File: src/design/singleCpu_params.svh
`ifndef SINGLECPU_PARAMS_SVH
`define SINGLECPU_PARAMS_SVH

// Data path and address width
`define XLEN 32

// Memory sizes in 32-bit words
`define IMEM_DEPTH 64
`define DMEM_DEPTH 64

`endif

File: src/design/singleCpuPkg.sv
`default_nettype none

package singleCpuPkg;

    // Major opcodes of the supported RV32I subset
    typedef enum logic [6:0] {
        OP     = 7'b0110011,
        OP_IMM = 7'b0010011,
        LOAD   = 7'b0000011,
        STORE  = 7'b0100011,
        BRANCH = 7'b1100011
    } opcode_e;

    typedef enum logic [2:0] {
        ADD = 3'd0,
        SUB = 3'd1,
        AND = 3'd2,
        OR  = 3'd3,
        SLT = 3'd4
    } aluOp_e;

    // Register view of the instruction word
    typedef struct packed {
        logic [6:0] funct7;
        logic [4:0] rs2;
        logic [4:0] rs1;
        logic [2:0] funct3;
        logic [4:0] rd;
        logic [6:0] opcode;
    } rTypeView_t;

    // Immediate view, fields shared by S and B formats
    typedef struct packed {
        logic [6:0] immHi;
        logic [4:0] rs2;
        logic [4:0] rs1;
        logic [2:0] funct3;
        logic [4:0] immLo;
        logic [6:0] opcode;
    } immView_t;

    typedef union packed {
        rTypeView_t r;
        immView_t   i;
    } rvInstr_u;

endpackage

`default_nettype wire

File: src/design/instrMem.sv
`timescale 1ns/1ps
`default_nettype none
`include "singleCpu_params.svh"

module instrMem (
    input  logic                  CLK,
    input  logic                  progWe,
    input  logic [5:0]            progAddr,
    input  logic [31:0]           progData,
    input  logic [`XLEN-1:0]      pc,
    output singleCpuPkg::rvInstr_u instr
);

    localparam int AW = $clog2(`IMEM_DEPTH);

    logic [31:0]      mem [`IMEM_DEPTH];
    logic [`XLEN-1:0] wordIdx;

    assign wordIdx = pc >> 2;

    // Program load port
    always_ff @(posedge CLK) begin
        if (progWe) begin
            mem[progAddr] <= progData;
        end
    end

    assign instr = mem[wordIdx[AW-1:0]]; // Combinational fetch

    assert property (@(posedge CLK) wordIdx < `IMEM_DEPTH)
        else $error("instrMem: fetch beyond program store, pc %h", pc);

endmodule

`default_nettype wire

File: config.mk
export PLATFORM = sky130hd
export DESIGN_NAME = instrMem
export DESIGN_NICKNAME = d
export VERILOG_FILES = /design/src/design/singleCpuPkg.sv /design/src/design/instrMem.sv
export VERILOG_INCLUDE_DIRS = /design/src /design/src/design
export SDC_FILE = /design/constraint.sdc
export NUM_CORES = 2
export LEC_CHECK = 0
export BUFFER_PORTS_ARGS = -buffer_cell sky130_fd_sc_hd__buf_2
export CAP_MARGIN = 40
export CORE_ASPECT_RATIO = 2
export CORE_MARGIN = 2
export CORE_UTILIZATION = 31
export DETAILED_ROUTE_END_ITERATION = 6
export PLACE_DENSITY = 0.54
export SETUP_SLACK_MARGIN = 0.2
export SYNTH_ARGS = -nofsm -noshare
export SYNTH_HDL_FRONTEND = slang
export SYNTH_SLANG_ARGS = --single-unit
File: constraint.sdc
create_clock -name CLK -period 4.98 [get_ports CLK]
set_input_delay 0.996 -clock CLK [delete_from_list [all_inputs] [get_ports CLK]]
set_output_delay 0.996 -clock CLK [all_outputs]
set_load 0.005 [all_outputs]
Yosys cells after proc, flatten, opt, wreduce, memory -nomap -nowiden
Memories as Yosys holds them, arrays and structs flattened. Cells that the tools add are included.

Flip-flop bits (word level): 0. RAM bits: 2048. Bits of input ports: 72. Output and inout port bits: 32. Word-level logic and storage cells: 3. Memories kept: 1.

Memories: mem (words 64, bits a word 32, read ports 1, clocked after Yosys merged registers in 0, wr ports 1, line instrMem.sv:16) `` logic [31:0] mem [`IMEM_DEPTH]; ``.

Muxes and demuxes: 2.

Operators by type and width (number): two-way mux 1 bit (2).

Depth between registers and ports, before layout
Depth in word-level cells: 2. Depth in mapped cells: 10. Depth with buffers taken out: 5.

Least setup slack after synthesis
Ideal clock, no wire load.

Path type: input-to-reg. Start: in progAddr[3]. End: mem mem[48][0], enable pin. Setup time: 461 ps. Arrival: 3695 ps. Required time: 4519 ps. Setup slack: 824 ps. Stages on the path: 4. Path buffers: 1. Cell sequence: clkbuf_1 nor2b_1 nand4b_1 nor3_1.

RTL lines: start, declared (line instrMem.sv:8) `input logic [5:0] progAddr,`; end, declared (line instrMem.sv:16).

No word-level cell before the write port.

==> metrics.yaml <==
tritoncts_clock_tree: "done"
setup_tns_ns: 0
routed_via_density: 5.15
clkPwrFrac_pct: 38.4
p_sw_mw: 7.27
fmaxAchievable_ghz: 0.214
startpoint_type: "input pin"
crit_type: "in -> out"
final_min_period_over_clock_period_pct: 93.9
netSwitchingFraction_pct: 21.3
chipWidth_um: 358
final-setup-viol-count: 0
critPathCaptureType: "primary output"
final.fill_count: 22600
yosys_register_bits: 2048
postLayoutCoreUtil_pct: 36.0
leading_registers_by_flop_count: "mem: 2048 flops"
hold_path_depth: 1
boundaryPins: 104
leakage_nw: 27.6
power.share.sequential_pct: 55.9
syn-instance-count: 3292
global_route.overflow_total: 0
cts_hold_buffers: 0
grt_start_max_net_pins: 66
synth.yosys.seq_area_share_pct: 79.0
peakVddDrop_v: 0.000263
stdcell_count: 7029
post-route-drc-count: 0
max_cap_violations: 0
rsz0062_at_grt: "no"
outcome: "finished clean"
ys_types: 33
mappedNetlistNets: 3364
slew-limit-headroom_pct: 34.8
antenna_found_initial: 28
antenna_violating_nets_post_route: 0
dieArea_um2: 255000
timing_worst_slew_pin_value_ns: 0.977
port_buffers: 77
routed_wirelength_um: 219000
detailedPlacementHpwl_um: 134000
tritoncts.num_buffers: 166
flow.area_growth_from_synthesis_pct: 15.6
post_drt_wl_per_cell_um: 31.2
core-area_um2: 250000
internal-power_mw: 26.9
timing_hold_violations_final: 0
post_synth.cell_area_avg_um2: 23.7
gpl.final_weighted_congestion: 0.775
period_needed_ns: 4.68
power_density_nw_per_um2: 380
clock_sink_count: 2048
leading_cell_type_in_the_layout_fill_and_taps_excluded: "edfxtp_1"
max_reg_flops: 2048
clk_transition_reported_paths_ns: 0.07
top_register: "mem"
timing.critical_path.arrival_ns: 3.68
placementRows: 260
post-place-cells: 6730
post-cts-setup-buffers: 0
cts_max_level: 4
mostFrequentLayoutCells: "2048 x edfxtp_1, 544 x mux4_2, 208 x buf_4, 169 x clkbuf_16, 93 x mux2i_1"
grt_first_pass_wirelength_um: 304000
cts.path.max_buffers: 4
drt_pre_antenna_iters: 7
syn-cell-area_um2: 77900
power_mw: 34.2
track_usage_pct: 17.1
ys_warn_count: 0
vias: 36200
first_global_vias: 38600
die-height_um: 713
critical_path.max_fanout: 20
first_iter_violations: 3251
holdCritPathClass: "in -> reg"
critical_path_required_ns: 3.98
slew_viol_final: 0
p_comb_share_pct: 5.8
initial_utilization_pct: 31.1
fin_nets: 3695
ctsRootBufferMaster: "clkbuf_16"
ratio_of_cells_with_drive_above_1_in_the_final_layout_pct: 31.7
[cell usage after synthesis]
| cell | number | area (um^2) |
|---|---|---|
| buf_4 | 25 | 188 |
| nand4b_1 | 1 | 8.76 |
| and2_1 | 2 | 12.5 |
| nor2_1 | 137 | 514 |
| or2_0 | 1 | 6.26 |
| nand2_1 | 26 | 97.6 |
| buf_1 | 21 | 78.8 |
| a21oi_1 | 62 | 310 |
| o221ai_1 | 27 | 236 |
| mux4_2 | 544 | 12300 |
| or3_1 | 3 | 18.8 |
| nor3_1 | 7 | 35.0 |
| and3_1 | 4 | 25.0 |
| a22oi_1 | 12 | 90.1 |
| nand3_1 | 5 | 25.0 |
| buf_2 | 57 | 285 |
| edfxtp_1 | 2048 | 61500 |
| a311oi_1 | 8 | 70.1 |
| or2_1 | 1 | 6.26 |
| buf_6 | 5 | 56.3 |
| o32ai_1 | 4 | 35.0 |
| a31oi_1 | 1 | 6.26 |
| nand4_1 | 2 | 12.5 |
| or3b_1 | 2 | 17.5 |
| nor2b_1 | 15 | 93.8 |
| mux2i_1 | 93 | 931 |
| clkbuf_1 | 74 | 278 |
| or3b_2 | 3 | 26.3 |
| a41o_1 | 4 | 40.0 |
| nand3b_1 | 5 | 37.5 |
| nand2b_1 | 8 | 50.1 |
| or2_2 | 1 | 6.26 |
| o22ai_1 | 84 | 526 |
[critical path, cell delays in order]
cell and delay, ns:
buf_8 0.24, buf_12 0.25, mux4_2 0.53, mux4_2 0.56, o22ai_1 0.46, nor2_1 0.25
buf_4 0.21, buf_2 0.12
[cell families after synthesis]
| logic type | Yosys count | share of synthesized area (%) |
|---|---|---|
| DFF | 2048 | 79.0 |
| muxes | 637 | 16.9 |
| and+or+nand+nor | 223 | 1.28 |
| AOI/OAI and AO/OA | 202 | 1.69 |
| buffers and inverters | 182 | 1.14 |
[final timing paths]
check / from / end
worst min-delay path: progData[1] / mem[55][1]$_DFFE_PP_
worst max-delay path: pc[2] / instr[7]
[repair_timing]
action / 4_1_cts / 5_1_grt
setup endpoints to repair: 0 / 1
hold endpoints to repair: 0 / 0
gates resized for setup: 0 / 1
[per-layer routing]
| layer | vias to the layer above | part of all wire (%) | GRT usage (%) |
|---|---|---|---|
| met5 | - | 0.038 | 0 |
| met4 | 14 | 3.9 | 6.27 |
| met3 | 351 | 4.5 | 1.96 |
| met2 | 1017 | 57 | 32.9 |
| met1 | 20000 | 35 | 19.0 |
| li1 | 14800 | - | - |
[power by group through the flow]
stage / clock network (mW) / logic, mW / registers [mW]
4_1_cts: 13.4 / 2.02 / 19.1
2_1_floorplan: 0 / 0.953 / 19.5
6_report: 13.1 / 1.97 / 19.1
3_5_place_dp: 0 / 2.02 / 19.5
3_3_place_gp: 0 / 1.96 / 19.5
5_1_grt: 13.9 / 2.08 / 19.1
[cell type report]
class                      count  area, um^2  area share (%)
multi-input combinational   1062       16000            17.7
antenna                       10        25.0          0.0278
sequential                  2048       61500            68.3
tap                         3275        4100            4.55
clock inverter                91         850           0.944
timing repair buffer         345        3210            3.56
clock buffer                 198        4340            4.82
[stage by stage]
stage / hold WS, ns / setup slack, ns / cell area (um^2)
6_report: 0.556 / 0.305 / 90000
3_5_place_dp: 1.40 / 0.222 / 84800
4_1_cts: 0.509 / 0.214 / 90000
3_3_place_gp: 1.66 / 0.208 / 84400
5_1_grt: 0.542 / 0.269 / 90000
2_1_floorplan: 1.09 / 0.824 / 77900
No activity file was read; power rests on OpenSTA's default activity.
