<file path="config.mk">
export PLATFORM = sky130hd
export DESIGN_NAME = regFile_flat
export DESIGN_NICKNAME = d
export VERILOG_FILES = /design/src/design/singleCpuPkg.sv /design/src/design/ctrlIf.sv /design/src/design/regFile.sv /design/src/flat_wrapper.sv
export VERILOG_INCLUDE_DIRS = /design/src /design/src/design
export SDC_FILE = /design/constraint.sdc
export NUM_CORES = 2
export LEC_CHECK = 0
export BUFFER_PORTS_ARGS = -buffer_cell sky130_fd_sc_hd__buf_4
export CORE_ASPECT_RATIO = 2
export CORE_UTILIZATION = 50
export CTS_BUF_LIST = sky130_fd_sc_hd__clkbuf_4 sky130_fd_sc_hd__clkbuf_8
export DETAILED_ROUTE_END_ITERATION = 7
export PLACE_DENSITY = 0.66
export SYNTH_ARGS = -nofsm -noshare
export SYNTH_HDL_FRONTEND = slang
export SYNTH_SLANG_ARGS = --single-unit
</file>
<file path="constraint.sdc">
create_clock -name CLK -period 3.5 [get_ports CLK]
set_clock_uncertainty 0.05 [all_clocks]
set_input_delay 0.175 -clock CLK [delete_from_list [all_inputs] [get_ports CLK]]
set_output_delay 0.175 -clock CLK [all_outputs]
set_load 0.03 [all_outputs]
</file>
<file path="src/design/singleCpu_params.svh">
`ifndef SINGLECPU_PARAMS_SVH
`define SINGLECPU_PARAMS_SVH

// Data path and address width
`define XLEN 32

// Memory sizes in 32-bit words
`define IMEM_DEPTH 64
`define DMEM_DEPTH 64

`endif

</file>
<file path="src/design/singleCpuPkg.sv">
`default_nettype none

package singleCpuPkg;

    // Major opcodes of the supported RV32I subset
    typedef enum logic [6:0] {
        OP     = 7'b0110011,
        OP_IMM = 7'b0010011,
        LOAD   = 7'b0000011,
        STORE  = 7'b0100011,
        BRANCH = 7'b1100011
    } opcode_e;

    typedef enum logic [2:0] {
        ADD = 3'd0,
        SUB = 3'd1,
        AND = 3'd2,
        OR  = 3'd3,
        SLT = 3'd4
    } aluOp_e;

    // Register view of the instruction word
    typedef struct packed {
        logic [6:0] funct7;
        logic [4:0] rs2;
        logic [4:0] rs1;
        logic [2:0] funct3;
        logic [4:0] rd;
        logic [6:0] opcode;
    } rTypeView_t;

    // Immediate view, fields shared by S and B formats
    typedef struct packed {
        logic [6:0] immHi;
        logic [4:0] rs2;
        logic [4:0] rs1;
        logic [2:0] funct3;
        logic [4:0] immLo;
        logic [6:0] opcode;
    } immView_t;

    typedef union packed {
        rTypeView_t r;
        immView_t   i;
    } rvInstr_u;

endpackage

`default_nettype wire

</file>
<file path="src/design/ctrlIf.sv">
`timescale 1ns/1ps
`default_nettype none

interface ctrlIf;
    import singleCpuPkg::*;

    logic   regWrite;
    logic   aluSrc;   // Immediate as second ALU operand
    logic   memWrite;
    logic   memToReg; // Load data to writeback
    logic   branch;
    aluOp_e aluOp;

    modport decoder (output regWrite, aluSrc, memWrite, memToReg, branch, aluOp);
    modport alu (input aluSrc, aluOp);
    modport lsu (input memWrite, memToReg);
    modport regs (input regWrite);
    modport pc (input branch);

endinterface

`default_nettype wire

</file>
<file path="src/design/regFile.sv">
`timescale 1ns/1ps
`default_nettype none
`include "singleCpu_params.svh"

module regFile (
    input  logic             CLK,
    input  logic             arstN,
    ctrlIf.regs              ctrl,
    input  logic [4:0]       rs1,
    input  logic [4:0]       rs2,
    input  logic [4:0]       rd,
    input  logic [`XLEN-1:0] wdata,
    output logic [`XLEN-1:0] rdata1,
    output logic [`XLEN-1:0] rdata2,
    output logic             wbEn
);

    logic [`XLEN-1:0] regBank [32];

    assign wbEn = ctrl.regWrite && (rd != 5'd0); // x0 never written

    always_ff @(posedge CLK or negedge arstN) begin
        if (!arstN) begin
            for (int i = 0; i < 32; i++) begin
                regBank[i] <= '0;
            end
        end else if (wbEn) begin
            regBank[rd] <= wdata;
        end
    end

    assign rdata1 = regBank[rs1];
    assign rdata2 = regBank[rs2];

    assert property (@(posedge CLK) disable iff (!arstN)
        ((rs1 == 5'd0) -> (rdata1 == '0)) && ((rs2 == 5'd0) -> (rdata2 == '0)))
        else $error("regFile: x0 read back nonzero");

endmodule

`default_nettype wire

</file>
<file path="src/flat_wrapper.sv">
// flat-port wrapper written by rule: the top's interface ports become plain ports
module regFile_flat 
  (CLK, arstN, rs1, rs2, rd, wdata, rdata1, rdata2, wbEn, ctrl_regWrite);
  ctrlIf ctrl_i ();
  input  logic CLK;
  input  logic arstN;
  input  logic [4:0] rs1;
  input  logic [4:0] rs2;
  input  logic [4:0] rd;
  input  logic [`XLEN-1:0] wdata;
  output logic [`XLEN-1:0] rdata1;
  output logic [`XLEN-1:0] rdata2;
  output logic wbEn;
  input wire logic [$bits(ctrl_i.regWrite)-1:0] ctrl_regWrite;
  assign ctrl_i.regWrite = ctrl_regWrite;
  regFile u_core (.CLK(CLK), .arstN(arstN), .ctrl(ctrl_i), .rs1(rs1), .rs2(rs2), .rd(rd), .wdata(wdata), .rdata1(rdata1), .rdata2(rdata2), .wbEn(wbEn));
endmodule
</file>
* After elaboration in Yosys (flattened, before gate mapping) *
Cells that the tools add are included.

cells by class
  $lt $le $gt $ge = 4
  muxes and demuxes = 9
  bitwise logic cells = 3
  reduce and logical (&&, ||, !) cells = 3

operators with widths
  cell                  count
  $bwmux W1024          1
  $bmux W32 S5          2
  $demux W32 S5         1
  $mux W32              5
  $ge A6 B6 Y1 const B  3
  $not A5 Y6            3
  $lt A6 B1 Y1 const B  1
  $reduce_bool A5 Y1    1
  $logic_and A1 B1 Y1   2

word-level totals
  bits in registers = 1024
  input port bits = 50
  output and inout bits = 65

* Logic depth before layout (Yosys ltp) *
  depth after elaboration = 6
  mapped depth = 8
  gate-level depth less buffers = 5

* Least setup slack after synthesis *
Ideal clock, no wire load.

  path type = in2out
  start point = input rs1[1]
  end point = output rdata1[25]
  data arrival time = 1.561 ns
  data required time = 3.275 ns
  path slack = 1.714 ns
  stages = 8
  cells stage by stage = buf_2 buf_2 buf_4 buf_4 mux2i_1 a22oi_1 a31oi_1 nand3_1

between the ends
  word-level cells in the longest chain between the ends = 4

RTL lines
  element                                      RTL line            RTL
  start: declaration                           flat_wrapper.sv:7   input logic [4:0] rs1;
  $not A5 Y6 (not written as such)             regFile.sv:32       assign rdata1 = regBank[rs1];
  $bmux W32 S5                                 regFile.sv:32
  $mux W32 (not written as such) (2 in a row)  regFile.sv:32
  end: declaration                             flat_wrapper.sv:11  output logic [`XLEN-1:0] rdata1;

No other way between the ends. The select of a mux whose other input is x is not followed.

* Final worst setup path *
  start point = register u_core.regBank[861] (netlist bit)
  end point = output rdata2[29]

between the ends
  word-level cells in the longest chain between the ends = 3

RTL lines
  element                                      RTL line            RTL
  start: declaration                           regFile.sv:18       logic [`XLEN-1:0] regBank [32];
  start signal: indexed assignment             regFile.sv:28       regBank[rd] <= wdata;
  $bmux W32 S5                                 regFile.sv:33       assign rdata2 = regBank[rs2];
  $mux W32 (not written as such) (2 in a row)  regFile.sv:33
  end: declaration                             flat_wrapper.sv:12  output logic [`XLEN-1:0] rdata2;

No other way between the ends. The select of a mux whose other input is x is not followed.

==> reports/metrics.yaml <==
worstSetupPathType: "reg -> out"
cellPowerDensity_nw_per_um2: 534
path_max_fanout: 3
grt_max_degree: 141
grt_pass1_wl_microns: 270000
wl_per_cell_microns: 29.4
worstSkewPairLatency_ns: 0.86
p_total_w: 0.0332
crit_path_max_incr_delay_ns: 0.41
hold_class: "in -> async"
htreeDepth: 4
die_h_microns: 473
reg_top3: "u_core.regBank: 1024 flops"
drt_iter0_drc: 2964
worst_path_dominant_cell_family: "compound AO/OA/AOI/OAI gates"
firstDrtPassIters: 5
setup_viol: 0
layout_common_cells: "mux2i_1 (1,024), dfrtp_1 (1,024), mux2_2 (990)"
numCtsBuffers: 150
end_kind: "primary output"
finalNonFillerCells: 6220
yosysTopAreaCell: "dfrtp_1"
remaining_drc_errors: 0
synthCells: 4608
routabilityCongestion: 0.831
postSynthAreaPerCell_sq_um: 12.1
fin_crit_sh: 0.769
max-clock-path-buffers: 3
rsz0062_at_grt: "no"
drive_gt1_frac: 0.341
portBuffers: 114
ys_warn_count: 0
dp.cells: 5917
multi_input_area_sq_um: 28000
nFillCells: 9275
vias_per_cell: 6.42
path_cells: "mux2i_1, a22o_1, nor3_1, a31oi_1, nand3_1, buf_4"
final-hold-violation-count: 0
crit_buf_inv: 1
final_nets: 4674
wl_microns: 183000
antenna_left: 0
largest-register: "u_core.regBank"
regArea_sq_um: 25600
status: "finished, final reports clean"
io_pins: 115
core_area_sq_um: 110000
relSlewSlack: 0.244
antenna_found_initial: 7
slowest_stage: "dfrtp_1"
clkTransAtPathRegs_ns: 0.07
worst_pin_slew_ns: 1.13
setup_tns_ns: 0
stdcell_area_sq_um: 62100
die_width_microns: 238
grt.overflow.total: 0
num_vias: 39945
rows: 172
synth_top_area_share: 0.461
arrival_ns: 2.47
syn2layout_area_growth_pct: 11.8
track_usage: 0.326
start_util: 0.505
cts-root-buf: "clkbuf_8"
cp.required_ns: 3.27
synth_area_leaders: "dfrtp_1 (46%), mux2_2 (20%), mux2i_1 (18%), a22oi_1 (2.6%), a22o_1 (2.0%)"
largest_register_ffs: 1024
synth_fp_nets: 4658
start_kind: "register"
leakage_nw: 29.7
yosysSeqAreaShare: 0.461
fmax_ghz: 0.371
clkSinkCount: 1024
ir_drop_mv: 0.431
cap_violations: 0
slew_violations: 0
tritoncts: "built"
period_needed_ns: 2.69
synth.distinct_cells: 28
place_area_sq_um: 58500
yosys_register_bits: 1024
grt_pass1_vias: 41246
dieArea_sq_um: 113000
syn_area_sq_um: 55600
hold_slack_ns: 0.0372
post-dp-hpwl_microns: 108000
cts_resized: 0
cts_setup_buffers: 0
-- stage by stage --
step                       util  setup WS (ns)
after detailed placement  0.532          0.791
after CTS                 0.565          0.714
after global routing      0.565          0.699
after global placement    0.532          0.871
after floorplan               -           1.71
final                     0.565          0.807
-- cells in the mapped netlist, drive strengths merged --
cell type and n:
a21boi 1, a21oi 192, a22o 128, a22oi 192
a31oi 64, and2 2, and3 1, buf 247
clkbuf 230, dfrtp 1024, mux2 992, mux2i 1024
nand2 212, nand2b 5, nand3 194, nand3b 3
nand4b 3, nor2 18, nor2b 4, nor3 65
nor3b 3, or2 4
-- final timing paths --
| check | from | end | slack (ns) | depth (start not counted) |
|---|---|---|---|---|
| setup / recovery | u_core.regBank[861] | rdata2[29] | 0.81 | 6 |
| hold / removal | arstN | u_core.regBank[517] | 0.04 | 3 |
| setup reg to reg | u_core.regBank[113] | u_core.regBank[113] | 2.59 | 1 |
| hold reg to reg | u_core.regBank[1014] | u_core.regBank[1014] | 0.35 | 0 |
| max in group asynchronous | arstN | u_core.regBank[253] | 2.55 | 3 |
| min in group CLK | rd[1] | u_core.regBank[323] | 0.13 | 4 |
-- cell type report --
type                    instances  share of cell area
diodes                          4            0.000161
clock buffers                 243              0.0490
clock inverters                22             0.00270
multi-input cells            3107               0.451
flip-flops and latches       1024               0.413
well taps                    1479              0.0298
repair buffers                341              0.0552
-- where the power goes --
part | total, W | switching, W | internal (W)
clock network | 0.0104 | 0.00482 | 0.00557
registers | 0.0158 | 0.00168 | 0.0141
logic | 0.00703 | 0.00342 | 0.00361
-- routing by layer --
metal  track usage  up-vias  wire length [microns]
met4         0.161        6                   9450
met1         0.398    20997                  71800
met3        0.0489      511                   9940
met5             0        -                     42
met2         0.559     1442                  91900
li1              -    16989                      -
-- logic make-up (layout without fill, tap and decap cells) --
logic type	after synthesis	count (layout)	share of synthesized area
AND/OR/NAND/NOR	514	514	0.0423
AO/OA/AOI/OAI	577	577	0.0707
other	0	4	0
flip-flops	1024	1024	0.461
buffers and inverters	477	606	0.0404
multiplexers	2016	2016	0.385
-- repair_timing --
action | in CTS | in global routing
endpoints found under the hold margin | 2016 | 0
hold buffers | 34 | 0
endpoints found under the setup margin | 0 | 0
(Power assumes the default switching activity.)
