File: config.mk
export PLATFORM = sky130hd
export DESIGN_NAME = aluUnit_flat
export DESIGN_NICKNAME = d
export VERILOG_FILES = /design/src/design/singleCpuPkg.sv /design/src/design/ctrlIf.sv /design/src/design/aluUnit.sv /design/src/flat_wrapper.sv
export VERILOG_INCLUDE_DIRS = /design/src /design/src/design
export SDC_FILE = /design/constraint.sdc
export NUM_CORES = 1
export LEC_CHECK = 0
export BUFFER_PORTS_ARGS = -buffer_cell sky130_fd_sc_hd__buf_2
export CAP_MARGIN = 30
export CORE_UTILIZATION = 45
export DETAILED_ROUTE_END_ITERATION = 8
export PLACE_DENSITY = 0.78
export SLEW_MARGIN = 20
export SYNTH_ARGS = -nofsm -noshare
export SYNTH_HDL_FRONTEND = slang
export SYNTH_SLANG_ARGS = --single-unit
File: constraint.sdc
create_clock -name vclk -period 12
set_input_delay 2.4 -clock vclk [all_inputs]
set_output_delay 2.4 -clock vclk [all_outputs]
set_load 0.03 [all_outputs]
File: src/design/singleCpu_params.svh
`ifndef SINGLECPU_PARAMS_SVH
`define SINGLECPU_PARAMS_SVH

// Data path and address width
`define XLEN 32

// Memory sizes in 32-bit words
`define IMEM_DEPTH 64
`define DMEM_DEPTH 64

`endif

File: src/design/singleCpuPkg.sv
`default_nettype none

package singleCpuPkg;

    // Major opcodes of the supported RV32I subset
    typedef enum logic [6:0] {
        OP     = 7'b0110011,
        OP_IMM = 7'b0010011,
        LOAD   = 7'b0000011,
        STORE  = 7'b0100011,
        BRANCH = 7'b1100011
    } opcode_e;

    typedef enum logic [2:0] {
        ADD = 3'd0,
        SUB = 3'd1,
        AND = 3'd2,
        OR  = 3'd3,
        SLT = 3'd4
    } aluOp_e;

    // Register view of the instruction word
    typedef struct packed {
        logic [6:0] funct7;
        logic [4:0] rs2;
        logic [4:0] rs1;
        logic [2:0] funct3;
        logic [4:0] rd;
        logic [6:0] opcode;
    } rTypeView_t;

    // Immediate view, fields shared by S and B formats
    typedef struct packed {
        logic [6:0] immHi;
        logic [4:0] rs2;
        logic [4:0] rs1;
        logic [2:0] funct3;
        logic [4:0] immLo;
        logic [6:0] opcode;
    } immView_t;

    typedef union packed {
        rTypeView_t r;
        immView_t   i;
    } rvInstr_u;

endpackage

`default_nettype wire

File: src/design/ctrlIf.sv
`timescale 1ns/1ps
`default_nettype none

interface ctrlIf;
    import singleCpuPkg::*;

    logic   regWrite;
    logic   aluSrc;   // Immediate as second ALU operand
    logic   memWrite;
    logic   memToReg; // Load data to writeback
    logic   branch;
    aluOp_e aluOp;

    modport decoder (output regWrite, aluSrc, memWrite, memToReg, branch, aluOp);
    modport alu (input aluSrc, aluOp);
    modport lsu (input memWrite, memToReg);
    modport regs (input regWrite);
    modport pc (input branch);

endinterface

`default_nettype wire

File: src/design/aluUnit.sv
`timescale 1ns/1ps
`default_nettype none
`include "singleCpu_params.svh"

module aluUnit (
    ctrlIf.alu               ctrl,
    input  logic [`XLEN-1:0] src1,
    input  logic [`XLEN-1:0] src2,
    input  logic [`XLEN-1:0] imm,
    output logic [`XLEN-1:0] result,
    output logic             zero
);
    import singleCpuPkg::*;

    logic [`XLEN-1:0] opB;
    logic             lessThan;

    assign opB      = ctrl.aluSrc ? imm : src2;
    assign lessThan = $signed(src1) < $signed(opB);

    always_comb begin
        case (ctrl.aluOp)
            ADD:     result = src1 + opB;
            SUB:     result = src1 - opB;
            AND:     result = src1 & opB;
            OR:      result = src1 | opB;
            SLT:     result = {{(`XLEN-1){1'b0}}, lessThan}; // Signed compare
            default: result = src1 + opB;
        endcase
    end

    // Drives the beq decision
    assign zero = (result == '0);

endmodule

`default_nettype wire

File: src/flat_wrapper.sv
// flat-port wrapper written by rule: the top's interface ports become plain ports
module aluUnit_flat import singleCpuPkg::*;
  (src1, src2, imm, result, zero, ctrl_aluSrc, ctrl_aluOp);
  ctrlIf ctrl_i ();
  input  logic [`XLEN-1:0] src1;
  input  logic [`XLEN-1:0] src2;
  input  logic [`XLEN-1:0] imm;
  output logic [`XLEN-1:0] result;
  output logic zero;
  input wire logic [$bits(ctrl_i.aluSrc)-1:0] ctrl_aluSrc;
  input wire logic [$bits(ctrl_i.aluOp)-1:0] ctrl_aluOp;
  assign ctrl_i.aluSrc = ctrl_aluSrc;
  assign ctrl_i.aluOp = ctrl_aluOp;
  aluUnit u_core (.ctrl(ctrl_i), .src1(src1), .src2(src2), .imm(imm), .result(result), .zero(zero));
endmodule
# After elaboration in Yosys (flattened, before gate mapping)
# Cells that the tools add are included.
# op_classes
add_sub_neg	2
magnitude_cmp	1
n_eq_ne	4
n_mux	2
n_bitwise	2
n_reduce_logical	1
# ops
cell	count
$pmux 32 s4	1
$add 32x32->32	1
$and 32x32->32	1
$logic_not 32->1	1
$lt 32x32->1	1
$mux 32	1
$or 32x32->32	1
$sub 32x32->32	1
$eq 3x2->1 const B	2
$eq 3x1->1 const B	1
$eq 3x3->1 const B	1
# totals
reg_bits	0
in_bits	100
out_inout_bits	33
word_cells	12

# Logic depth before layout (Yosys ltp)
# logic_depth
depth_word	4
ltp_mapped	17

# Worst setup path after synthesis
# OpenSTA, ideal clock, no wires.
# synth_path
path_kind	input -> output
from	input port ctrl_aluSrc
to	output port zero
t_arrival_ps	7488
required_ps	9600
setup_slack_ps	2112
stages	16
n_path_buf	3
cell_sequence	clkbuf_1 -> buf_1 -> mux2i_1 -> ha_1 -> buf_6 -> or4_4 -> or4_4 -> a21oi_4 -> nor3_1 -> nand3b_1 -> a32oi_1 -> o21ai_1 -> or4b_1 -> nor4_2 -> nand4b_1 -> nor4bb_1
# synth_via
elab_chain_len	4
elab_cells_between_ends	8
cone_classes	add/sub: 2; order compare: 1; mux: 2; bitwise: 2; reduce/logical: 1
# synth_lines
item	line_no	source
start: declaration	flat_wrapper.sv:10	input wire logic [$bits(ctrl_i.aluSrc)-1:0] ctrl_aluSrc;
$mux 32 *	aluUnit.sv:18	assign opB = ctrl.aluSrc ? imm : src2;
$add 32x32->32 (tied with other cells)	aluUnit.sv:23, aluUnit.sv:28	
$pmux 32 s4 *	aluUnit.sv:22	case (ctrl.aluOp)
via result[15]	flat_wrapper.sv:8	output logic [`XLEN-1:0] result;
$logic_not 32->1 *	aluUnit.sv:33	assign zero = (result == '0);
end: declaration	flat_wrapper.sv:9	output logic zero;
# The timed path passes the listed nets; every way through them passes the cells marked *.

# Worst setup path after layout
# layout_path
from	input port ctrl_aluSrc
to	output port zero
# layout_via
elab_chain_len	4
elab_cells_between_ends	8
cone_classes	add/sub: 2; order compare: 1; mux: 2; bitwise: 2; reduce/logical: 1
# layout_lines
item	line_no
$mux 32 *	aluUnit.sv:18
$add 32x32->32 (tied with other cells)	aluUnit.sv:23, aluUnit.sv:28
$pmux 32 s4 *	aluUnit.sv:22
$logic_not 32->1 *	aluUnit.sv:33
# Every way passes the cells marked *; elsewhere a longest branch is shown, timed or not.

==> qor.txt <==
===========================================================================================
Run status                                                                        completed
Detail Route Antenna Nets                                                                 0
Vias/cell                                                                              6.10
Routed WL per cell                                                             17.3 microns
Endpoint type of the worst setup path                                            output pin
Top cells by area, synth                                                       ha_1 22%, mux2i_1 7.2%, inv_1 6.5%
Warnings, synthesis                                                                       0
Worst EP arrival                                                                    7370 ps
Max-slew violations                                                                       0
Required time reported for the critical path endpoint                               9600 ps
Relative slew margins                                                                 35.2%
Final core utilization                                                                52.0%
Worst-path cell chain                                                          buf_2 -> buf_4 -> mux2i_1 -> ha_1 -> inv_1 -> nor2_1 -> a21o_1 -> o221ai_1 -> o41ai_1 -> nand4_1 -> nand2_1 -> mux2i_1 -> or4_1 -> nor3_1 -> nor4bb_1 -> buf_2
Most frequent cell after synthesis                                                     ha_1
Slowest CP cell                                                                     o41ai_1
Number of buffer and inverter stages on the critical path                                 4
Site row count                                                                           41
Number of design-rule violations left by the first detailed-router iteration            766
Synthesized area                                                                 5820 sq um
Peak supply drop                                                                    50.7 uV
Sequential cell area                                                                0 sq um
Initial Util                                                                          46.1%
Width of the die                                                                116 microns
Biggest area consumer among synthesized cells                                          ha_1
Grt total ovfl                                                                            0
First-pass GRT wire length                                                     30500 microns
Number of port buffers                                                                  133
Number of search-and-repair iterations in the first detailed-routing pass                 6
Unrepaired setup endpoints after global routing                                       false
DRC viols                                                                                 0
Post-synth top area share                                                             22.3%
Endpoints failing hold                                                                    0
HP Class                                                                       primary input to output pin
Weighted congestion reported at the end of routability-driven placement               0.959
Post-detail-place hpwl                                                         15500 microns
Post-layout nets                                                                       1158
Num sequential                                                                            0
Sort of element at the start of the critical path                              primary input
Max-capacitance violation count                                                           0
Number of hold-repair buffers added at the cts stage                                      0
Delay of the slowest cell on the worst path                                          850 ps
Kind of critical path                                                          primary input to output pin
Final critical delay including setup and external delays                            9770 ps
Power density cells                                                            66.3 nW/um^2
Antenna violations before repair                                                          0
List of most frequent post-synthesis cells                                     104 x ha_1, 101 x inv_1, 70 x a21oi_1
Core area                                                                       12600 sq um
Share of post-route cells with drive strength above 1                                 17.8%
Tightest hold margin                                                                5490 ps
Overall fraction of global-route tracks in use                                        28.2%
Transition time of the tightest slew-check pin                                       971 ps
Cells after synthesis                                                                   861
FILL cells                                                                             1313
Highest Clock Rate                                                                  102 MHz
Kind of cell adding the most delay to the critical path                        simple AND/OR/NAND/NOR gates
Cts repair resizes                                                                        0
Number of global-route vias before repair                                              6150
Maximum number of pins on one net before global-route repair                             34
Sequential share of the synthesized area                                                 0%
Average instance area after synthesis                                            6.76 sq um
Number of failing setup endpoints in the final timing report                              0
Total number of vias                                                                   6842
Total I/O pin count                                                                     133
Portion of the clock cycle consumed by the worst path in the final layout             81.4%
Area overhead of the layout relative to synthesis                                     12.6%
Count of clock-net buffers in the final layout                                            0
Area of the die                                                                 13400 sq um
Detailed-route wire length                                                     19400 microns
Final-layout setup total negative slack                                                0 ps
Largest fanout on the critical path                                                      22
Number of diodes added for antenna fixing                                                 0
Post CTS Setup Buffer Count                                                               0
Net count of the mapped netlist                                                        1067
Die height                                                                      116 microns
Leak                                                                             0.00329 uW
Post-synth cell types                                                                    86
===========================================================================================
[cell usage in the layout (no fill, tap or decap), drive strengths merged, types with 12 or more instances in the layout]
| master | instances |
|---|---|
| o21a | 12 |
| a21oi | 71 |
| a31oi | 13 |
| nor2b | 18 |
| nand2 | 45 |
| buf | 139 |
| mux2i | 42 |
| a211oi | 13 |
| o21bai | 14 |
| nand3 | 20 |
| a21o | 18 |
| o211ai | 20 |
| nor3 | 26 |
| o21ai | 52 |
| ha | 104 |
| nor2 | 69 |
| inv | 106 |
[final cells by class]
| type | instances | area, sq um | share of cell area [%] |
|---|---|---|---|
| repair buffers | 139 | 718 | 11.0 |
| multi-input cells | 705 | 5230 | 79.7 |
| well taps | 172 | 215 | 3.28 |
| inverters | 106 | 398 | 6.07 |
[cells by family after synthesis]
kind of cell,Yosys count,share of synthesized area (%)
xor gates and xnor gates,15,2.26
buffers and inverters,156,10.4
adders and majority gates,106,23.0
and+or+nand+nor,240,21.3
AOI/OAI and AO/OA,301,35.7
muxes,43,7.41
[worst paths after layout]
kind | slack (ps) | cells after the start | end | startpoint
setup / recovery | 2230 | 16 | zero | ctrl_aluSrc
hold / removal | 5490 | 6 | result[6] | src1[6]
[where the power goes]
group,internal (uW),leakage (uW),switching [uW]
clock network,0,0,0
logic,154,0.00329,281
registers,0,0,0
total,154,0.00329,281
[metrics by stage]
step | area, sq um | instances | worst slack, ps | power [uW]
final | 6560 | 1122 | 2230 | 435
after global routing | 6560 | 1122 | 1910 | 471
after CTS | 6560 | 1122 | 2330 | 426
after detailed placement | 6560 | 1122 | 2330 | 424
after global placement | 6540 | 1121 | 2470 | 423
after floorplan | 5820 | 861 | 2110 | 310
[routing by layer]
layer	share of wire [%]	track usage (%)	vias to the layer above	wire, microns
met3	9.2	2.56	55	1780
met1	43	37.9	3116	8270
li1	-	-	3311	-
met5	0	0	-	0
met2	44	46.0	360	8560
met4	3.9	11.7	0	764
No activity file was read; power rests on OpenSTA's default activity.
