<file path="src/design/singleCpu_params.svh">
`ifndef SINGLECPU_PARAMS_SVH
`define SINGLECPU_PARAMS_SVH

// Data path and address width
`define XLEN 32

// Memory sizes in 32-bit words
`define IMEM_DEPTH 64
`define DMEM_DEPTH 64

`endif

</file>
<file path="src/design/singleCpuPkg.sv">
`default_nettype none

package singleCpuPkg;

    // Major opcodes of the supported RV32I subset
    typedef enum logic [6:0] {
        OP     = 7'b0110011,
        OP_IMM = 7'b0010011,
        LOAD   = 7'b0000011,
        STORE  = 7'b0100011,
        BRANCH = 7'b1100011
    } opcode_e;

    typedef enum logic [2:0] {
        ADD = 3'd0,
        SUB = 3'd1,
        AND = 3'd2,
        OR  = 3'd3,
        SLT = 3'd4
    } aluOp_e;

    // Register view of the instruction word
    typedef struct packed {
        logic [6:0] funct7;
        logic [4:0] rs2;
        logic [4:0] rs1;
        logic [2:0] funct3;
        logic [4:0] rd;
        logic [6:0] opcode;
    } rTypeView_t;

    // Immediate view, fields shared by S and B formats
    typedef struct packed {
        logic [6:0] immHi;
        logic [4:0] rs2;
        logic [4:0] rs1;
        logic [2:0] funct3;
        logic [4:0] immLo;
        logic [6:0] opcode;
    } immView_t;

    typedef union packed {
        rTypeView_t r;
        immView_t   i;
    } rvInstr_u;

endpackage

`default_nettype wire

</file>
<file path="src/design/ctrlIf.sv">
`timescale 1ns/1ps
`default_nettype none

interface ctrlIf;
    import singleCpuPkg::*;

    logic   regWrite;
    logic   aluSrc;   // Immediate as second ALU operand
    logic   memWrite;
    logic   memToReg; // Load data to writeback
    logic   branch;
    aluOp_e aluOp;

    modport decoder (output regWrite, aluSrc, memWrite, memToReg, branch, aluOp);
    modport alu (input aluSrc, aluOp);
    modport lsu (input memWrite, memToReg);
    modport regs (input regWrite);
    modport pc (input branch);

endinterface

`default_nettype wire

</file>
<file path="src/design/loadStoreUnit.sv">
`timescale 1ns/1ps
`default_nettype none
`include "singleCpu_params.svh"

module loadStoreUnit (
    input  logic             CLK,
    ctrlIf.lsu               ctrl,
    input  logic [`XLEN-1:0] addr,
    input  logic [`XLEN-1:0] wdataIn,
    output logic [`XLEN-1:0] wbData,
    output logic             storeEn
);

    localparam int AW = $clog2(`DMEM_DEPTH);

    logic [`XLEN-1:0] dataMem [`DMEM_DEPTH];
    logic [AW-1:0]    wordIdx;
    logic [`XLEN-1:0] loadData;

    assign wordIdx = addr[AW+1:2]; // Word index, byte offset dropped
    assign storeEn = ctrl.memWrite;

    always_ff @(posedge CLK) begin
        if (storeEn) begin
            dataMem[wordIdx] <= wdataIn;
        end
    end

    assign loadData = dataMem[wordIdx];
    assign wbData   = ctrl.memToReg ? loadData : addr; // Load data or ALU result

    // Only whole words are supported
    assert property (@(posedge CLK) (ctrl.memWrite || ctrl.memToReg) |-> addr[1:0] == 2'b00)
        else $error("loadStoreUnit: unaligned access at %h", addr);

endmodule

`default_nettype wire

</file>
<file path="src/flat_wrapper.sv">
// flat-port wrapper written by rule: the top's interface ports become plain ports
module loadStoreUnit_flat 
  (CLK, addr, wdataIn, wbData, storeEn, ctrl_memWrite, ctrl_memToReg);
  ctrlIf ctrl_i ();
  input  logic CLK;
  input  logic [`XLEN-1:0] addr;
  input  logic [`XLEN-1:0] wdataIn;
  output logic [`XLEN-1:0] wbData;
  output logic storeEn;
  input wire logic [$bits(ctrl_i.memWrite)-1:0] ctrl_memWrite;
  input wire logic [$bits(ctrl_i.memToReg)-1:0] ctrl_memToReg;
  assign ctrl_i.memWrite = ctrl_memWrite;
  assign ctrl_i.memToReg = ctrl_memToReg;
  loadStoreUnit u_core (.CLK(CLK), .ctrl(ctrl_i), .addr(addr), .wdataIn(wdataIn), .wbData(wbData), .storeEn(storeEn));
endmodule
</file>
<file path="config.mk">
export PLATFORM = sky130hd
export DESIGN_NAME = loadStoreUnit_flat
export DESIGN_NICKNAME = d
export VERILOG_FILES = /design/src/design/singleCpuPkg.sv /design/src/design/ctrlIf.sv /design/src/design/loadStoreUnit.sv /design/src/flat_wrapper.sv
export VERILOG_INCLUDE_DIRS = /design/src /design/src/design
export SDC_FILE = /design/constraint.sdc
export NUM_CORES = 2
export LEC_CHECK = 0
export ABC_AREA = 1
export BUFFER_PORTS_ARGS = -buffer_cell sky130_fd_sc_hd__buf_2
export CAP_MARGIN = 15
export CELL_PAD_IN_SITES_DETAIL_PLACEMENT = 0
export CELL_PAD_IN_SITES_GLOBAL_PLACEMENT = 1
export CORE_ASPECT_RATIO = 1.4
export CORE_MARGIN = 2
export CORE_UTILIZATION = 31
export CTS_CLUSTER_DIAMETER = 200
export DETAILED_ROUTE_END_ITERATION = 16
export GPL_TIMING_DRIVEN = 0
export PLACE_DENSITY = 0.5
export SLEW_MARGIN = 20
export SYNTH_ARGS = -nofsm -noshare
export SYNTH_HDL_FRONTEND = slang
export SYNTH_SLANG_ARGS = --single-unit
</file>
<file path="constraint.sdc">
create_clock -name CLK -period 5.1 [get_ports CLK]
set_input_delay 0 -clock CLK [delete_from_list [all_inputs] [get_ports CLK]]
set_output_delay 0 -clock CLK [all_outputs]
set_load 0.005 [all_outputs]
</file>
==> Yosys cells after proc, flatten, opt, wreduce, memory -nomap -nowiden <==
Memories as Yosys holds them, arrays and structs flattened.
Cells that the tools add are included.
{ "classes": {"mux": 3} }
{ "op_table": {"columns": ["cell", "n"], "rows": [
  ["2-to-1 mux 32 bit", 1],
  ["2-to-1 mux 1 bit", 2]
]} }
{ "word_totals": {"mem_bits_rw": 2048, "n_memories": 1, "output_inout_bits": 33, "in_bits": 67, "wordCells": 4, "register_bits": 0} }
{ "mem_list": {"columns": ["name", "depth", "width", "read_ports", "rd_ports_with_merged_regs", "wr", "line", "text"], "rows": [
  ["u_core.dataMem", 64, 32, 1, 0, 1, "loadStoreUnit.sv:16", "logic [`XLEN-1:0] dataMem [`DMEM_DEPTH];"]
]} }

==> Depth between registers and ports, before layout <==
{ "depth": {"word_depth": 2, "mapped_depth": 17, "depth_no_buf": 13} }

==> Least setup slack after synthesis <==
Ideal clock, no wire load.
{ "synth_path": {"path_type": "input port to flip-flop", "from": "in addr[2]", "to": "mem u_core.dataMem[41][0] (netlist bit), enable pin", "cell_stages": 6, "required_ns": 4.598, "setup_ns": 0.502, "slack_ns": 0.769, "t_arrival_ns": 3.830, "n_path_buf": 4, "cell_sequence": "buf_4 > inv_4 > buf_6 > buf_4 > buf_2 > nor4_1"} }
{ "synth_rtl": {"columns": ["item", "line", "text"], "rows": [
  ["from (decl)", "flat_wrapper.sv:6", "input logic [`XLEN-1:0] addr;"],
  ["to (decl)", "loadStoreUnit.sv:16", null]
]} }
Straight into the memory's write port.

==> Final worst setup path <==
{ "layout_path": {"from": "in addr[4]", "to": "out wbData[1]"} }
{ "layout_between": {"elab_chain_len": 2} }
{ "layout_lines": {"columns": ["item", "line", "text"], "rows": [
  ["memory read (64 x 32 bit)", null, null],
  ["2-to-1 mux 32 bit", "loadStoreUnit.sv:30", "assign wbData = ctrl.memToReg ? loadData : addr;"],
  ["to (decl)", "flat_wrapper.sv:8", "output logic [`XLEN-1:0] wbData;"]
]} }
No other way between the ends.

==> flow_metrics.py <==
metrics = {
    "timing": {
        "period_minus_slack_ns": 4.25,
        "setup_ws_ns": 0.845,
        "hold_viol": 0,
        "worst_slew_pin_slew_ns": 1.15,
        "setup_violations": 0,
        "slew_headroom_pct": 23.4,
        "fin_setup_tns_ns": 0,
        "holdWs_ns": 0.0790,
        "fin_crit_sh_pct": 83.4,
        "max_freq_mhz": 235,
        "slew_viol_final": 0,
        "rsz0062_at_grt": "no",
    },
    "power_and_ir_drop": {
        "swShare_pct": 24.3,
        "p_leak_nw": 42.1,
        "powerDensity_mw_per_mm2": 366,
        "intPower_mw": 28.4,
        "ir_drop_mv": 0.285,
        "p_clk_share_pct": 42.7,
        "power_switching_mw": 9.13,
        "combPwrFrac_pct": 7.6,
        "seq_power_share_pct": 49.7,
    },
    "floorplan": {
        "die_y_um": 628,
        "die_area_mm2": 0.283,
        "rows": 229,
        "die_w_um": 450,
        "coreArea_mm2": 0.278,
        "num_io_pins": 100,
        "start_util_pct": 31.1,
    },
    "cts": {
        "path_clk_slew_ns": 0.06,
        "clockBufferDepth": 4,
        "cts.sinks": 2048,
        "post_cts_resized": 0,
        "root_buffer": "clkbuf_16",
        "numCtsBuffers": 218,
        "tritoncts": "built",
        "ctsHtreeMaxLevel": 4,
    },
    "layout": {
        "design_area_mm2": 0.103,
        "fill_cells": 27800,
        "area_growth_pct": 18.9,
        "seq_area_mm2": 0.0615,
        "finalNetCount": 9070,
        "reg_top3": "u_core.dataMem: 2048 flops",
        "multi_input_area_mm2": 0.0230,
        "largest_reg_flops": 2048,
        "top_register": "u_core.dataMem",
        "drive_gt1_share_pct": 9.57,
    },
    "setup_path": {
        "crit_fanout": 10,
        "start_kind": "input port",
        "worstPathCellList": "dlygate4sd3_1, buf_2, inv_1, buf_2, clkbuf_2, buf_12, clkbuf_1, nand2_1, a21oi_1, nor2_1, nand3_1, nand2_1, inv_1, buf_2",
        "max_stage_delay_ns": 0.85,
        "crit_slowest_cell": "clkbuf_1",
        "crit_arrival_ns": 4.25,
        "cp_top_family": "buffers and inverters",
        "crit_type": "input port to output port",
        "endpoint_kind": "output port",
        "path_common_cell": "buf_2",
        "critPathRequiredTime_ns": 5.10,
        "crit_buf_inv": 9,
    },
    "grt": {
        "grt_pass1_vias": 58800,
        "gr-total-overflow": 0,
        "grt_pass1_wl_mm": 463,
        "antenna_found_initial": 29,
        "track_usage_pct": 23.3,
        "grt_max_degree": 65,
    },
    "route": {
        "via_count": 60000,
        "initialDrtViolationCount": 4804,
        "drt-total-wl_mm": 336,
        "drt-pass1-iter-count": 6,
        "drc": 0,
        "via_per_inst": 4.65,
        "ant_nets": 0,
        "avgRoutedWirePerCell_um": 26.0,
    },
    "yosys": {
        "avgSynthCellArea_um2": 10.2,
        "ys_ff_latch": 2048,
        "ys.warnings.count": 0,
        "synth_nets": 8568,
        "syn_area_mm2": 0.0863,
        "synth_cells": 8501,
        "yosys.cell_types.count": 24,
        "seq_area_frac_synth_pct": 71.2,
    },
    "placement": {
        "gp_congestion": 0.859,
        "placed_area_mm2": 0.0953,
        "io_buffers": 97,
        "preCtsSetupSlack_ns": 0.714,
        "place_hpwl_mm": 240,
    },
    "run": {
        "max_cap_viol_count": 0,
    },
    "hold_path": {
        "hold_path.class": "input port to register",
    },
    "status": {
        "run_status": "finished clean",
    },
}
power by group through the flow:
stage               clock network (mW)  logic (mW)  registers [mW]
finish                            16.0        2.85            18.7
global route                      16.9        3.10            18.7
CTS                               16.4        2.90            18.7
global placement                     0        2.73            19.0
detailed placement                   0        2.87            19.0
floorplan                            0        1.25            19.0
cell usage in the layout (no fill, tap or decap), types with 23 or more instances in the layout:
cell              n
nor2_1           88
buf_1            54
edfxtp_1       2048
buf_4            58
clkinv_1         50
nand2_1        5663
dlygate4sd3_1    35
buf_16           67
nor2_4           62
or2_2            26
clkbuf_16       223
nand3_1          45
buf_12           65
inv_1            81
buf_2           265
bufinv_16        23
clkbuf_1        187
clkinv_2         37
path summary, 6_finish.rpt:
path,cells past startpoint,startpoint,end
max,14,addr[4],wbData[1]
min,2,wdataIn[19],u_core.dataMem[10][19]$_DFFE_PP_
synthesized netlist by cell type:
master    instances  area, µm²
nand2_1        5663      21300
edfxtp_1       2048      61500
buf_2           188        941
nor2_1          152        571
clkbuf_1        148        556
inv_1            81        304
buf_1            54        203
nand3_1          45        225
buf_4            29        218
or2_2            26        163
a21oi_1          21        105
o21ai_0          10       50.1
buf_6             8       90.1
o211ai_1          7       52.6
o21ai_1           6       30.0
inv_2             4       15.0
nor3_1            3       15.0
nor4_1            2       12.5
and3_1            1       6.26
clkinv_1          1       3.75
inv_4             1       6.26
nand3b_1          1       7.51
nor3_2            1       10.0
or2_0             1       6.26
through the flow:
| stage | utilization, % | std cells | total power, mW |
|---|---|---|---|
| finish | 37.0 | 12900 | 37.5 |
| global route | 37.0 | 12900 | 38.7 |
| CTS | 37.0 | 12900 | 37.9 |
| detailed placement | 34.3 | 12400 | 21.9 |
| global placement | 32.9 | 12300 | 21.8 |
| floorplan | - | 8501 | 20.3 |
routing by layer:
layer | global-route usage (%) | vias to the layer above | wire length, µm
met5 | 0 | - | 8
met4 | 8.60 | 2 | 13300
met3 | 2.77 | 452 | 15000
met2 | 41.6 | 1548 | 171000
met1 | 28.7 | 29500 | 136000
li1 | - | 28500 | -
final cells by class:
class / count / area share, %
Sequential cell: 2048 / 59.9
Multi-Input combinational cell: 5939 / 22.4
Clock buffer: 269 / 5.60
Tap cell: 3696 / 4.51
Timing Repair Buffer: 282 / 4.10
Buffer: 427 / 1.96
Clock inverter: 124 / 1.14
Inverter: 87 / 0.321
Antenna cell: 11 / 0.0268
cell families (layout without fill, tap and decap cells):
family / Yosys count / in the layout / synth area share [%]
other: 0 / 11 / 0
AO/OA/AOI/OAI: 44 / 44 / 0.275
buffers and inverters: 514 / 1189 / 2.71
AND/OR/NAND/NOR: 5895 / 5895 / 25.8
flip-flops: 2048 / 2048 / 71.2
repair_timing:
item	4_1_cts	5_1_grt
buffers inserted	0	0
hold buffers	35	0
setup endpoints to repair	0	0
hold endpoints to repair	2058	0
(Power assumes the default switching activity.)
